## config.mk

```make
export PLATFORM = sky130hd
export DESIGN_NAME = mips_pipe_top
export DESIGN_NICKNAME = d
export VERILOG_FILES = /design/src/cpu_isa_pkg.sv /design/src/cpu_pipe_pkg.sv /design/src/mips_pipe_top.sv /design/src/mem_stage.sv /design/src/execute_stage.sv /design/src/decode_stage.sv /design/src/reg_file.sv /design/src/fetch_stage.sv
export SDC_FILE = /design/constraint.sdc
export NUM_CORES = 2
export LEC_CHECK = 0
export BUFFER_PORTS_ARGS = -buffer_cell sky130_fd_sc_hd__buf_2
export CORE_UTILIZATION = 61
export DETAILED_ROUTE_END_ITERATION = 7
export PLACE_DENSITY_LB_ADDON = 0.12
export SLEW_MARGIN = 10
export SYNTH_ARGS = -nofsm -noshare
export SYNTH_HDL_FRONTEND = slang
export SYNTH_SLANG_ARGS = --single-unit
export TNS_END_PERCENT = 30
```

## constraint.sdc

```tcl
create_clock -name clk -period 13.2 [get_ports clk]
set_clock_uncertainty 0.1 [all_clocks]
set_input_delay 3.3 -clock clk [delete_from_list [all_inputs] [get_ports clk]]
set_output_delay 3.3 -clock clk [all_outputs]
set_load 0.01 [all_outputs]
```

## src/cpu_isa_pkg.sv

```systemverilog
package cpu_isa_pkg;

  localparam int word_w    = 32;
  localparam int reg_idx_w = 5;
  localparam int pc_w      = 32;
  localparam int num_regs  = 2 ** reg_idx_w;

  typedef logic [word_w-1:0]    word_t;
  typedef logic [reg_idx_w-1:0] reg_idx_t;
  typedef logic [pc_w-1:0]      pc_t;      // counts words, not bytes
  typedef logic [5:0]           opcode_t;
  typedef logic [5:0]           funct_t;
  typedef logic [4:0]           shamt_t;

  ////////////////////////////////////////////////////////////
  // opcodes, instr[31:26]
  ////////////////////////////////////////////////////////////

  localparam opcode_t op_rtype = 6'd0;
  localparam opcode_t op_addi  = 6'd8;
  localparam opcode_t op_lw    = 6'd35;
  localparam opcode_t op_sw    = 6'd43;
  localparam opcode_t op_beq   = 6'd4;
  localparam opcode_t op_j     = 6'd2;

  ////////////////////////////////////////////////////////////
  // r-type function codes, instr[5:0]
  ////////////////////////////////////////////////////////////

  localparam funct_t fn_add = 6'd0;
  localparam funct_t fn_sub = 6'd1;
  localparam funct_t fn_mul = 6'd2;
  localparam funct_t fn_srl = 6'd3;
  localparam funct_t fn_sll = 6'd4;
  localparam funct_t fn_and = 6'd5;
  localparam funct_t fn_or  = 6'd6;
  localparam funct_t fn_slt = 6'd42;   // 0x2a

  // one code per operation
  typedef enum logic [2:0] {
    alu_add = 3'd0,
    alu_sub = 3'd1,
    alu_mul = 3'd2,
    alu_srl = 3'd3,
    alu_sll = 3'd4,
    alu_and = 3'd5,
    alu_or  = 3'd6,
    alu_slt = 3'd7
  } alu_op_e;

endpackage
```

## src/cpu_pipe_pkg.sv

```systemverilog
package cpu_pipe_pkg;

  // decoded control, travels with the instruction into execute
  typedef struct packed {
    logic                 reg_write;
    logic                 mem_read;
    logic                 mem_write;
    logic                 alu_src_imm;   // b operand is the immediate
    cpu_isa_pkg::alu_op_e alu_op;
  } ctrl_t;

  // fetch -> decode
  typedef struct packed {
    logic               valid;
    cpu_isa_pkg::word_t instr;
    cpu_isa_pkg::pc_t   pc_next;   // branch base
  } if_id_t;

  // decode -> execute
  typedef struct packed {
    ctrl_t                 ctrl;
    cpu_isa_pkg::reg_idx_t rs;
    cpu_isa_pkg::reg_idx_t rt;
    cpu_isa_pkg::reg_idx_t dest;
    cpu_isa_pkg::word_t    op_a;
    cpu_isa_pkg::word_t    op_b;
    cpu_isa_pkg::word_t    imm;    // sign extended, low bits hold funct
    cpu_isa_pkg::shamt_t   shamt;
  } id_ex_t;

  // execute -> memory
  typedef struct packed {
    logic                  reg_write;
    logic                  mem_read;
    logic                  mem_write;
    cpu_isa_pkg::reg_idx_t dest;
    cpu_isa_pkg::word_t    result;      // also the bus word address
    cpu_isa_pkg::word_t    store_data;
  } ex_mem_t;

  // memory -> writeback, and the retire port
  typedef struct packed {
    logic                  valid;
    cpu_isa_pkg::reg_idx_t rd;
    cpu_isa_pkg::word_t    value;
  } retire_t;

  // wishbone classic master outputs
  typedef struct packed {
    logic               cyc;
    logic               stb;
    logic               we;
    cpu_isa_pkg::word_t adr;
    cpu_isa_pkg::word_t dat_w;
  } wb_req_t;

endpackage

```

## src/mips_pipe_top.sv

```systemverilog
module mips_pipe_top (
  input  logic                  clk,
  input  logic                  rst,
  output cpu_isa_pkg::pc_t      imem_addr,
  input  cpu_isa_pkg::word_t    imem_data,
  output cpu_pipe_pkg::wb_req_t wb_req,
  input  cpu_isa_pkg::word_t    wb_dat_r,
  input  logic                  wb_ack,
  output cpu_pipe_pkg::retire_t retire
);

  cpu_pipe_pkg::if_id_t  if_id;
  cpu_pipe_pkg::id_ex_t  id_ex;
  cpu_pipe_pkg::ex_mem_t ex_fwd;
  cpu_pipe_pkg::retire_t wb_fwd;
  cpu_isa_pkg::reg_idx_t rs;
  cpu_isa_pkg::reg_idx_t rt;
  cpu_isa_pkg::word_t    rs_data;
  cpu_isa_pkg::word_t    rt_data;
  cpu_isa_pkg::pc_t      branch_target;
  logic                  load_stall;
  logic                  mem_hold;
  logic                  branch_taken;

  assign retire = wb_fwd;   // every register write is visible here

  ////////////////////////////////////////////////////////////
  // fetch, decode, register file
  ////////////////////////////////////////////////////////////

  fetch_stage fetch_i (
    .clk          (clk),
    .rst          (rst),
    .imem_data    (imem_data),
    .load_stall   (load_stall),
    .mem_hold     (mem_hold),
    .branch_taken (branch_taken),
    .branch_target(branch_target),
    .imem_addr    (imem_addr),
    .if_id        (if_id)
  );

  reg_file rf_i (
    .clk    (clk),
    .rst    (rst),
    .rs     (rs),
    .rt     (rt),
    .wb_fwd (wb_fwd),
    .rs_data(rs_data),
    .rt_data(rt_data)
  );

  decode_stage decode_i (
    .clk          (clk),
    .rst          (rst),
    .if_id        (if_id),
    .rs_data      (rs_data),
    .rt_data      (rt_data),
    .ex_fwd       (ex_fwd),
    .wb_fwd       (wb_fwd),
    .mem_hold     (mem_hold),
    .rs           (rs),
    .rt           (rt),
    .id_ex        (id_ex),
    .load_stall   (load_stall),
    .branch_taken (branch_taken),
    .branch_target(branch_target)
  );

  ////////////////////////////////////////////////////////////
  // execute, memory
  ////////////////////////////////////////////////////////////

  execute_stage exec_i (
    .clk     (clk),
    .rst     (rst),
    .id_ex   (id_ex),
    .wb_fwd  (wb_fwd),
    .mem_hold(mem_hold),
    .ex_fwd  (ex_fwd)
  );

  mem_stage mem_i (
    .clk     (clk),
    .rst     (rst),
    .ex_fwd  (ex_fwd),
    .wb_dat_r(wb_dat_r),
    .wb_ack  (wb_ack),
    .wb_req  (wb_req),
    .mem_hold(mem_hold),
    .wb_fwd  (wb_fwd)
  );

endmodule

```

## src/mem_stage.sv

```systemverilog
module mem_stage (
  input  logic                  clk,
  input  logic                  rst,
  input  cpu_pipe_pkg::ex_mem_t ex_fwd,
  input  cpu_isa_pkg::word_t    wb_dat_r,
  input  logic                  wb_ack,
  output cpu_pipe_pkg::wb_req_t wb_req,
  output logic                  mem_hold,
  output cpu_pipe_pkg::retire_t wb_fwd
);

  typedef enum logic {
    mem_idle,
    mem_busy
  } mem_state_e;

  mem_state_e state_q;
  logic       mem_op;
  logic       gap_q;    // ack seen last cycle, bus stays quiet once
  logic       issue;
  logic       done;

  assign mem_op   = ex_fwd.mem_read || ex_fwd.mem_write;
  assign issue    = (state_q == mem_busy) || (mem_op && !gap_q);
  assign done     = issue && wb_ack;
  assign mem_hold = mem_op && !done;   // freezes every stage register

  // address and data come straight from the held ex/mem register
  assign wb_req.cyc   = issue;
  assign wb_req.stb   = issue;
  assign wb_req.we    = ex_fwd.mem_write;
  assign wb_req.adr   = ex_fwd.result;
  assign wb_req.dat_w = ex_fwd.store_data;

  ////////////////////////////////////////////////////////////
  // bus state
  ////////////////////////////////////////////////////////////

  always_ff @(posedge clk) begin
    if (rst) begin
      state_q <= mem_idle;
      gap_q   <= 1'b0;
    end else begin
      gap_q <= done;
      case (state_q)
        mem_idle: begin
          if (issue && !wb_ack) begin
            state_q <= mem_busy;   // wait states
          end
        end
        mem_busy: begin
          if (wb_ack) begin
            state_q <= mem_idle;
          end
        end
        default: state_q <= mem_idle;
      endcase
    end
  end

  // memory/writeback register, nothing leaves while the bus waits
  always_ff @(posedge clk) begin
    if (rst) begin
      wb_fwd.valid <= 1'b0;
    end else begin
      wb_fwd.valid <= ex_fwd.reg_write && !mem_hold;
      wb_fwd.rd    <= ex_fwd.dest;
      wb_fwd.value <= ex_fwd.mem_read ? wb_dat_r : ex_fwd.result;
    end
  end

endmodule

```

## src/execute_stage.sv

```systemverilog
module execute_stage (
  input  logic                  clk,
  input  logic                  rst,
  input  cpu_pipe_pkg::id_ex_t  id_ex,
  input  cpu_pipe_pkg::retire_t wb_fwd,
  input  logic                  mem_hold,
  output cpu_pipe_pkg::ex_mem_t ex_fwd
);

  cpu_isa_pkg::word_t   fwd_a;
  cpu_isa_pkg::word_t   fwd_b;
  cpu_isa_pkg::word_t   alu_b;
  cpu_isa_pkg::word_t   result;
  cpu_isa_pkg::alu_op_e alu_op;
  logic                 is_rtype;

  // newest producer wins; a load in memory has no result yet
  function automatic cpu_isa_pkg::word_t fwd_sel(
    input cpu_isa_pkg::reg_idx_t idx,
    input cpu_isa_pkg::word_t    held
  );
    if (ex_fwd.reg_write && !ex_fwd.mem_read && ex_fwd.dest == idx) begin
      return ex_fwd.result;
    end else if (wb_fwd.valid && wb_fwd.rd == idx) begin
      return wb_fwd.value;
    end
    return held;
  endfunction

  assign fwd_a    = fwd_sel(id_ex.rs, id_ex.op_a);
  assign fwd_b    = fwd_sel(id_ex.rt, id_ex.op_b);
  assign alu_b    = id_ex.ctrl.alu_src_imm ? id_ex.imm : fwd_b;
  assign is_rtype = id_ex.ctrl.reg_write && !id_ex.ctrl.alu_src_imm;

  always_comb begin
    alu_op = id_ex.ctrl.alu_op;
    if (is_rtype) begin
      case (cpu_isa_pkg::funct_t'(id_ex.imm[5:0]))
        cpu_isa_pkg::fn_add: alu_op = cpu_isa_pkg::alu_add;
        cpu_isa_pkg::fn_sub: alu_op = cpu_isa_pkg::alu_sub;
        cpu_isa_pkg::fn_mul: alu_op = cpu_isa_pkg::alu_mul;
        cpu_isa_pkg::fn_srl: alu_op = cpu_isa_pkg::alu_srl;
        cpu_isa_pkg::fn_sll: alu_op = cpu_isa_pkg::alu_sll;
        cpu_isa_pkg::fn_and: alu_op = cpu_isa_pkg::alu_and;
        cpu_isa_pkg::fn_or:  alu_op = cpu_isa_pkg::alu_or;
        cpu_isa_pkg::fn_slt: alu_op = cpu_isa_pkg::alu_slt;
        default:             alu_op = cpu_isa_pkg::alu_add;
      endcase
    end
  end

  always_comb begin
    case (alu_op)
      cpu_isa_pkg::alu_add: result = fwd_a + alu_b;
      cpu_isa_pkg::alu_sub: result = fwd_a - alu_b;
      cpu_isa_pkg::alu_mul: result = fwd_a * alu_b;         // low word only
      cpu_isa_pkg::alu_srl: result = fwd_a >> id_ex.shamt;  // shifts rs
      cpu_isa_pkg::alu_sll: result = fwd_a << id_ex.shamt;
      cpu_isa_pkg::alu_and: result = fwd_a & alu_b;
      cpu_isa_pkg::alu_or:  result = fwd_a | alu_b;
      default:              result = {31'd0, $signed(fwd_a) < $signed(alu_b)};
    endcase
  end

  // execute/memory register
  always_ff @(posedge clk) begin
    if (rst) begin
      ex_fwd.reg_write <= 1'b0;
      ex_fwd.mem_read  <= 1'b0;
      ex_fwd.mem_write <= 1'b0;
    end else if (!mem_hold) begin
      ex_fwd.reg_write  <= id_ex.ctrl.reg_write;
      ex_fwd.mem_read   <= id_ex.ctrl.mem_read;
      ex_fwd.mem_write  <= id_ex.ctrl.mem_write;
      ex_fwd.dest       <= id_ex.dest;
      ex_fwd.result     <= result;
      ex_fwd.store_data <= fwd_b;
    end
  end

endmodule

```

## src/decode_stage.sv

```systemverilog
module decode_stage (
  input  logic                  clk,
  input  logic                  rst,
  input  cpu_pipe_pkg::if_id_t  if_id,
  input  cpu_isa_pkg::word_t    rs_data,
  input  cpu_isa_pkg::word_t    rt_data,
  input  cpu_pipe_pkg::ex_mem_t ex_fwd,
  input  cpu_pipe_pkg::retire_t wb_fwd,
  input  logic                  mem_hold,
  output cpu_isa_pkg::reg_idx_t rs,
  output cpu_isa_pkg::reg_idx_t rt,
  output cpu_pipe_pkg::id_ex_t  id_ex,
  output logic                  load_stall,
  output logic                  branch_taken,
  output cpu_isa_pkg::pc_t      branch_target
);

  cpu_isa_pkg::opcode_t  opcode;
  cpu_isa_pkg::reg_idx_t rd;
  cpu_isa_pkg::reg_idx_t dest;
  cpu_isa_pkg::word_t    imm_sext;
  cpu_isa_pkg::word_t    cmp_a;
  cpu_isa_pkg::word_t    cmp_b;
  cpu_pipe_pkg::ctrl_t   ctrl;
  logic                  is_beq;
  logic                  ex_load_hit;
  logic                  ex_write_hit;
  logic                  mem_load_hit;

  assign opcode   = if_id.instr[31:26];
  assign rs       = if_id.instr[25:21];
  assign rt       = if_id.instr[20:16];
  assign rd       = if_id.instr[15:11];
  assign imm_sext = {{16{if_id.instr[15]}}, if_id.instr[15:0]};
  assign is_beq   = (opcode == cpu_isa_pkg::op_beq);

  ////////////////////////////////////////////////////////////
  // control decode
  ////////////////////////////////////////////////////////////

  always_comb begin
    ctrl = '0;                        // unknown opcodes and beq pass as nops
    dest = rt;
    case (opcode)
      cpu_isa_pkg::op_rtype: begin
        ctrl.reg_write = 1'b1;        // alu op from funct, in execute
        dest           = rd;
      end
      cpu_isa_pkg::op_addi: begin
        ctrl.reg_write   = 1'b1;
        ctrl.alu_src_imm = 1'b1;
      end
      cpu_isa_pkg::op_lw: begin
        ctrl.reg_write   = 1'b1;
        ctrl.mem_read    = 1'b1;
        ctrl.alu_src_imm = 1'b1;
      end
      cpu_isa_pkg::op_sw: begin
        ctrl.mem_write   = 1'b1;
        ctrl.alu_src_imm = 1'b1;
      end
      default: ;
    endcase
  end

  ////////////////////////////////////////////////////////////
  // branch compare and hazards
  ////////////////////////////////////////////////////////////

  // wb values already come through the register file
  assign cmp_a = (ex_fwd.reg_write && !ex_fwd.mem_read && ex_fwd.dest == rs) ?
                 ex_fwd.result : rs_data;
  assign cmp_b = (ex_fwd.reg_write && !ex_fwd.mem_read && ex_fwd.dest == rt) ?
                 ex_fwd.result : rt_data;

  assign ex_load_hit  = id_ex.ctrl.mem_read && (id_ex.dest == rs || id_ex.dest == rt);
  // a beq can't see a result still in execute, nor load data still on the bus
  assign ex_write_hit = id_ex.ctrl.reg_write && (id_ex.dest == rs || id_ex.dest == rt);
  assign mem_load_hit = ex_fwd.mem_read && (ex_fwd.dest == rs || ex_fwd.dest == rt);

  assign load_stall    = if_id.valid &&
                         (ex_load_hit || (is_beq && (ex_write_hit || mem_load_hit)));
  assign branch_taken  = if_id.valid && is_beq && !load_stall && (cmp_a == cmp_b);
  assign branch_target = if_id.pc_next + imm_sext;

  // decode/execute register
  always_ff @(posedge clk) begin
    if (rst) begin
      id_ex.ctrl <= '0;
    end else if (mem_hold) begin
      // the held instruction would miss a write that retires meanwhile
      if (wb_fwd.valid && wb_fwd.rd == id_ex.rs) begin
        id_ex.op_a <= wb_fwd.value;
      end
      if (wb_fwd.valid && wb_fwd.rd == id_ex.rt) begin
        id_ex.op_b <= wb_fwd.value;
      end
    end else if (!if_id.valid || load_stall) begin
      id_ex.ctrl <= '0;               // bubble
    end else begin
      id_ex.ctrl  <= ctrl;
      id_ex.rs    <= rs;
      id_ex.rt    <= rt;
      id_ex.dest  <= dest;
      id_ex.op_a  <= rs_data;
      id_ex.op_b  <= rt_data;
      id_ex.imm   <= imm_sext;
      id_ex.shamt <= if_id.instr[10:6];
    end
  end

endmodule

```

## src/reg_file.sv

```systemverilog
module reg_file (
  input  logic                  clk,
  input  logic                  rst,
  input  cpu_isa_pkg::reg_idx_t rs,
  input  cpu_isa_pkg::reg_idx_t rt,
  input  cpu_pipe_pkg::retire_t wb_fwd,
  output cpu_isa_pkg::word_t    rs_data,
  output cpu_isa_pkg::word_t    rt_data
);

  cpu_isa_pkg::word_t regs [cpu_isa_pkg::num_regs];

  always_ff @(posedge clk) begin
    if (rst) begin
      for (int i = 0; i < cpu_isa_pkg::num_regs; i++) begin
        regs[i] <= cpu_isa_pkg::word_t'(i);   // each register starts at its index
      end
    end else if (wb_fwd.valid) begin
      regs[wb_fwd.rd] <= wb_fwd.value;        // r0 is writable too
    end
  end

  // write-through, same cycle read sees the retiring value
  assign rs_data = (wb_fwd.valid && wb_fwd.rd == rs) ? wb_fwd.value : regs[rs];
  assign rt_data = (wb_fwd.valid && wb_fwd.rd == rt) ? wb_fwd.value : regs[rt];

endmodule

```

## src/fetch_stage.sv

```systemverilog
module fetch_stage (
  input  logic                 clk,
  input  logic                 rst,
  input  cpu_isa_pkg::word_t   imem_data,
  input  logic                 load_stall,
  input  logic                 mem_hold,
  input  logic                 branch_taken,
  input  cpu_isa_pkg::pc_t     branch_target,
  output cpu_isa_pkg::pc_t     imem_addr,
  output cpu_pipe_pkg::if_id_t if_id
);

  cpu_isa_pkg::pc_t pc_q;
  cpu_isa_pkg::pc_t pc_plus1;
  cpu_isa_pkg::pc_t jump_target;
  logic             is_jump;
  logic             advance;

  assign imem_addr   = pc_q;   // rom answers in the same cycle
  assign pc_plus1    = pc_q + 1'b1;
  assign is_jump     = (imem_data[31:26] == cpu_isa_pkg::op_j);
  assign jump_target = cpu_isa_pkg::pc_t'(imem_data[25:0]);   // zero extended
  assign advance     = !mem_hold && !load_stall;

  // next pc, a taken branch in decode beats a jump seen here
  always_ff @(posedge clk) begin
    if (rst) begin
      pc_q <= '0;
    end else if (advance) begin
      if (branch_taken) begin
        pc_q <= branch_target;
      end else if (is_jump) begin
        pc_q <= jump_target;
      end else begin
        pc_q <= pc_plus1;
      end
    end
  end

  // fetch/decode register
  always_ff @(posedge clk) begin
    if (rst) begin
      if_id.valid <= 1'b0;
    end else if (advance) begin
      if_id.valid   <= !branch_taken && !is_jump;   // squashed slot or finished jump
      if_id.instr   <= imem_data;
      if_id.pc_next <= pc_plus1;
    end
  end

endmodule

```

Word level (Yosys, flattened, before mapping):

Memories as Yosys holds them, arrays and structs flattened. A register that Yosys moved wholly into a read port is not among the register bits.
Index checks and enable logic that the tools add are counted.

* add/sub/neg operators: 4
* $mul: 1
* div/mod/pow operators: 0
* order comparisons: 1
* equal/unequal tests: 32
* shifts and indexed selects: 2
* muxes and demuxes: 42
* bitwise logic cells: 6
* reductions and logical operators: 52

Operator list (number)
* 2-to-1 mux 32 bit: 15
* case mux 32 bit (7 select lines): 1
* 2-to-1 mux 101 bit: 1
* adder 32 bit: 2
* 2-to-1 mux 64 bit: 1
* == test 5 bit: 10
* adder 32 x 1 -> 32 bit, second input constant: 1
* bitwise AND 32 bit: 1
* == test 32 bit: 1
* < comparator 32 bit: 1
* multiplier 32 x 32 -> 32 bit: 1
* bitwise OR 32 bit: 1
* OR reduction 32 bit: 1
* << shifter 32 x 5 -> 32 bit: 1
* >> shifter 32 x 5 -> 32 bit: 1
* subtractor 32 bit: 1
* logical AND 1 bit: 25
* == test 6 x 3 -> 1 bit, second input constant: 4
* case mux 3 bit (7 select lines): 1
* 2-to-1 mux 5 bit: 4
* == test 6 x 2 -> 1 bit, second input constant: 3
* == test 6 bit, second input constant: 3
* 2-to-1 mux 1 bit: 16
* logical NOT 1 bit: 10
* 17 further kinds: 34

* bits in registers: 316
* latch bits: 0
* bits in writable memories: 1024
* ROM bits: 0
* input bits: 67
* word-level logic and storage cells: 168
* memories kept: 1

Memories
* rf_i.regs: depth 32, bits a word 32, rd ports 2, clocked after Yosys merged registers in 2, wr ports 32, RTL line reg_file.sv:11 `cpu_isa_pkg::word_t regs [cpu_isa_pkg::num_regs];`

Depth between registers and ports, before layout:

* depth in word-level cells: 12
* gate-level depth with buffers: 40
* depth with buffers taken out: 37

By module:

From an unflattened synthesis, not the netlist that was laid out.

* cell total of the unflattened synthesis: 8770
* area, all modules: 97803.8 sq um

By module, submodules not included
* reg_file: instances 1, cells an instance 4102, area each 56392.8 sq um
* execute_stage: instances 1, cells an instance 3274, area each 26524.2 sq um
* decode_stage: instances 1, cells an instance 819, area each 8012.7 sq um
* fetch_stage: instances 1, cells an instance 424, area each 4591.9 sq um
* mem_stage: instances 1, cells an instance 151, area each 2282.2 sq um

Least setup slack after synthesis:

No wires, ideal clock.

* path type: flip-flop to flip-flop
* from: register, netlist name mem_i.wb_fwd[33]
* to: register, netlist name exec_i.ex_fwd[63]
* library setup time: 0.282 ns
* data arrival time: 8.779 ns
* required time: 12.818 ns
* setup slack: 4.040 ns
* stages on the path, launching flop included: 38
* buffers on the path: 4
* clock period less this slack: 9.160 ns
* cell sequence: edfxtp_1 buf_2 xor2_1 or4_1 buf_2 nor2_4 buf_2 mux2i_1 a21oi_1 inv_1 clkbuf_1 nor2_1 fa_1 fa_1 fa_1 inv_1 fa_1 inv_1 [2 not listed] fa_1 inv_1 fa_1 fa_1 ha_1 a21o_1 a21o_1 a21o_1 a31oi_1 o22ai_1 o211ai_1 a31o_2 a21oi_1 a21o_1 nand2_1 and4b_1 o21ai_1 o2111ai_1

* longest elaborated chain between the ends: 8
* elaborated cells between the ends (all ways): 19
* classes of those cells: 2 x add/sub; 1 x mul; 2 x eq/ne; 2 x shift; 8 x mux; 2 x bitwise; 2 x reduce/logical

RTL lines
* == test 5 bit: RTL line execute_stage.sv:24 `end else if (wb_fwd.valid && wb_fwd.rd == idx) begin`
* logical AND 1 bit: RTL line execute_stage.sv:24
* 2-to-1 mux 1 bit: RTL line execute_stage.sv:24
* 2-to-1 mux 1 bit: RTL line execute_stage.sv:22 `if (ex_fwd.reg_write && !ex_fwd.mem_read && ex_fwd.dest == idx) begin`
* 2-to-1 mux 32 bit: RTL line execute_stage.sv:27 `return held;`
* 2-to-1 mux 32 bit: RTL line execute_stage.sv:32 `assign alu_b = id_ex.ctrl.alu_src_imm ? id_ex.imm : fwd_b;`
* multiplier 32 x 32 -> 32 bit, or another cell as far along: RTL line execute_stage.sv:56 `cpu_isa_pkg::alu_mul: result = fwd_a * alu_b;`
* case mux 32 bit (7 select lines) (*): RTL line execute_stage.sv:53 `case (alu_op)`
* via exec_i.result[31]: RTL line execute_stage.sv:13 `cpu_isa_pkg::word_t result;`

The timed path passes the listed nets; every way through them passes the cells marked *.
A chain may end at the register's enable or synchronous reset.

Worst setup path in the final report:

* from: register, netlist name exec_i.ex_fwd[64]
* to: register, netlist name exec_i.ex_fwd[60]

* longest elaborated chain between the ends: 7
* elaborated cells between the ends (all ways): 19
* classes of those cells: 2 x add/sub; 1 x mul; 2 x eq/ne; 2 x shift; 8 x mux; 2 x bitwise; 2 x reduce/logical

RTL lines (RTL line)
* == test 5 bit: execute_stage.sv:22
* logical AND 1 bit: execute_stage.sv:22
* 2-to-1 mux 32 bit / 2-to-1 mux 1 bit (equally long branches): execute_stage.sv:22
* 2-to-1 mux 32 bit: execute_stage.sv:27
* 2-to-1 mux 32 bit: execute_stage.sv:32
* multiplier 32 x 32 -> 32 bit, or another cell as far along: execute_stage.sv:56
* case mux 32 bit (7 select lines) (*): execute_stage.sv:53
* via exec_i.result[28]: execute_stage.sv:13

Marked as above.

==> impl_metrics.csv <==
group,metric,value,unit
outcome,status,"finished clean",
setup_path,cp-start-kind,"flop",
logic_synthesis,synth_area_leaders,"edfxtp_1, mux4_2, fa_1, and2_1, ha_1",
cells_and_area,final_area,103000,um2
clocking,insertion_delay,0.84,ns
setup_path,arrival,11.93,ns
sta,fin_crit_sh,87.2,%
clocking,clk_path_buf_depth,3,
clocking,cts-resized-gates,0,
setup_path,crit_fanout,23,
sta,layout_setup_ws,1.69,ns
drt,ant_nets,0,
floorplanning,initial_core_util,61.4,%
setup_path,r2r_start,"exec_i.ex_fwd[64]",
clocking,cts.sinks,1342,
cells_and_area,drive_gt1_share,18.1,%
floorplanning,die-area,157000,um2
clocking,cts_made_buffers,147,
drt,drt_iter0_drc,12600,
setup_path,path_common_cell,"fa_1",
worst_hold_path,hold_class,"reg2reg",
cells_and_area,fin_util,66.6,%
global_route,grt-ovfl-total,0,
placement,placed_area,97700,um2
drt,drtPass1Iterations,7,
logic_synthesis,syn_area,94600,um2
floorplanning,die_h,396,um
floorplanning,die_width,396,um
sta,worst_pin_slew,1.42,ns
setup_path,r2r_slack,1.69,ns
placement,hpwl,260000,um
floorplanning,core,154000,um2
floorplanning,pin_count,204,
logic_synthesis,syn-num-nets,8933,
global_route,grt_max_degree,101,
cells_and_area,final_cell_mix,"edfxtp_1, and2_1, nor2_1",
clocking,hold_buffers,0,
floorplanning,rows,144,
sta,hold_viol_final,0,
setup_path,cpPeakStageDelay,0.81,ns
logic_synthesis,synthFlopType,"edfxtp_1",
logic_synthesis,synth_enable_flop_cells,1289,
setup_path,r2r_end,"exec_i.ex_fwd[60]",
setup_path,worstSetupStartpoint,"exec_i.ex_fwd[64]",
global_route,grt_usage,48.3,%
global_route,antenna_found_initial,37,
clocking,htree_levels,4,
sta,max_freq,86.9,MHz
setup_path,reg2regPathDepth,31,
setup_path,cpMaxStageDelayCell,"a221oi_1",
clocking,cts_root_buf,"clkbuf_16",
logic_synthesis,yosys_warnings,0,
placement,io_buffers,203,
logic_synthesis,yosysTopAreaCell,"edfxtp_1",
logic_synthesis,syn_inst,8204,
power,p_leak,38.7,nW
logic_synthesis,ys_ff_latch,1342,
sta,rsz0062_at_grt,"no",
drt,routed_via_density,7.34,
clocking,cts_tree,"done",
drt,vias,75400,
drt,remaining_drc_errors,0,
placement,preCtsSetupSlack,2.10,ns
global_route,grt_first_pass_wirelength,535000,um
placement,place.gp.congestion,1.05,
drt,wl_per_cell,37.0,um
logic_synthesis,ys_seq_area_share,42.0,%
sta,setup-tns-final,0,ns
cells_and_area,nets,8803,
cells_and_area,final_common_cell,"edfxtp_1",
global_route,grt_pass1_vias,73900,
setup_path,cp_data_required_time,13.62,ns
sta,period_needed,11.51,ns
cells_and_area,nFillCells,11300,
clocking,post_cts_buffers,0,
power,p_per_area,213,nW/um2
sta,setup_viol,0,
setup_path,end_kind,"flop",
logic_synthesis,syn_area_per_cell,11.5,um2
logic_synthesis,async_reset_ff_share,0,%
setup_path,path_class,"reg2reg",
drt,wirelength,380000,um
clocking,clk_pin_slew,0.07,ns
sta,maxSlewHeadroom,2.58,%
logic_synthesis,yosys.area.top_type_share,40.9,%
sta,slew_violations,0,
job,cap_violations,0,
logic_synthesis,synth.distinct_cells,92,
power,ir_worst_vdd,0.613,mV
cells_and_area,area_delta_synth_final,8.54,%
setup_path,endpoint,"exec_i.ex_fwd[60]",
## through the flow
stage	cells	total power, mW	hold WS (ns)
after floorplan	8204	13.1	0.324
after global placement	9968	17.0	0.342
after detailed placement	9969	17.2	0.351
after CTS	10200	21.4	0.369
after global routing	10200	22.8	0.381
final	10300	21.9	0.370
## layout make-up
| cell class | instances | area, um2 | share of cell area, % |
|---|---|---|---|
| inverter | 519 | 1950 | 1.90 |
| clock inverter | 80 | 951 | 0.926 |
| timing repair buffer | 490 | 3200 | 3.12 |
| sequential | 1342 | 39800 | 38.8 |
| tap | 2044 | 2560 | 2.49 |
| multi-input combinational | 5574 | 50300 | 49.0 |
| clock buffer | 189 | 3870 | 3.77 |
| antenna | 36 | 90.1 | 0.0877 |
## layer usage
| layer | GRT usage (%) | up-vias | routed length [um] |
|---|---|---|---|
| met5 | 0.216 | - | 180 |
| met4 | 30.8 | 21 | 29100 |
| met3 | 17.2 | 1511 | 59500 |
| met2 | 68.8 | 6824 | 162000 |
| met1 | 62.9 | 37300 | 129000 |
| li1 | - | 29700 | - |
## report_power, final
part	total (mW)	switching, mW	internal, mW
combinational	12.7	7.80	4.87
sequential	5.03	0.181	4.85
clock	4.18	1.89	2.29
total	21.9	9.87	12.0
## cell families (layout without fill, tap and decap cells)
family                     after synthesis  count (layout)  share of synthesized area (%)
and+or+nand+nor                       2609            2609                           13.8
DFF                                   1342            1342                           42.0
AOI/OAI and AO/OA                     1340            1340                           9.33
buffers and inverters                 1288            1278                           5.76
muxes                                  751             751                           15.0
adders and majority gates              662             662                           12.0
xor gates and xnor gates               212             212                           2.08
other                                    0              36                              0
## how the worst min path moves through the flow
stage	startpoint	to	slack (ns)	cells after the start
after floorplan	fetch_i.if_id[49]	decode_i.id_ex[107]	0.32	0
after global placement	fetch_i.if_id[39]	decode_i.id_ex[1]	0.34	0
after detailed placement	decode_i.id_ex[120]	exec_i.ex_fwd[69]	0.35	2
after CTS	decode_i.id_ex[120]	exec_i.ex_fwd[69]	0.37	2
after global routing	fetch_i.if_id[39]	decode_i.id_ex[1]	0.38	0
final	decode_i.id_ex[120]	exec_i.ex_fwd[69]	0.37	2
## flip-flops by register name (all words and copies together) (netlist names), named ones only
signal / count
rf_i.regs: 1024
decode_i.id_ex: 99
exec_i.ex_fwd: 72
fetch_i.if_id: 65
mem_i.wb_fwd: 38
fetch_i.imem_addr: 32
mem_i.gap_q: 1
mem_i.state_q: 1
## cell usage after synthesis, types with 24 or more instances
library cell  instances
nand3_1              98
a31o_2               29
a21o_1               59
nor2_1              613
mux2_2               56
xnor2_1             146
a221o_1              25
nand2_1             511
fa_1                411
o211ai_1             24
o22ai_1             147
and3_1               27
mux4_2              529
clkbuf_1            533
a22o_1               92
ha_1                251
o21a_1               25
mux2i_1             165
inv_1               499
a21oi_1             220
a211oi_1             53
dfxtp_1              53
a22oi_1              66
nand4_1              37
buf_1                55
or3_1                83
nor3_1              394
nor4_1               39
buf_2                57
o21ai_1              29
xor2_1               58
edfxtp_1           1289
and2_1              687
o21ai_0             326
a221oi_1             33
nor2b_1              30
buf_4               103
a31oi_1              50
## worst max-delay path, delay by kind of cell, from the launching register on
kind / cells / cell delay [ns]
buffers and inverters: 5 / 1.63
DFF: 1 / 0.50
xor gates and xnor gates: 1 / 0.17
and+or+nand+nor: 6 / 1.81
adders and majority gates: 9 / 3.78
muxes: 1 / 0.29
AOI/OAI and AO/OA: 9 / 2.88
No activity file was read; power rests on OpenSTA's default activity.
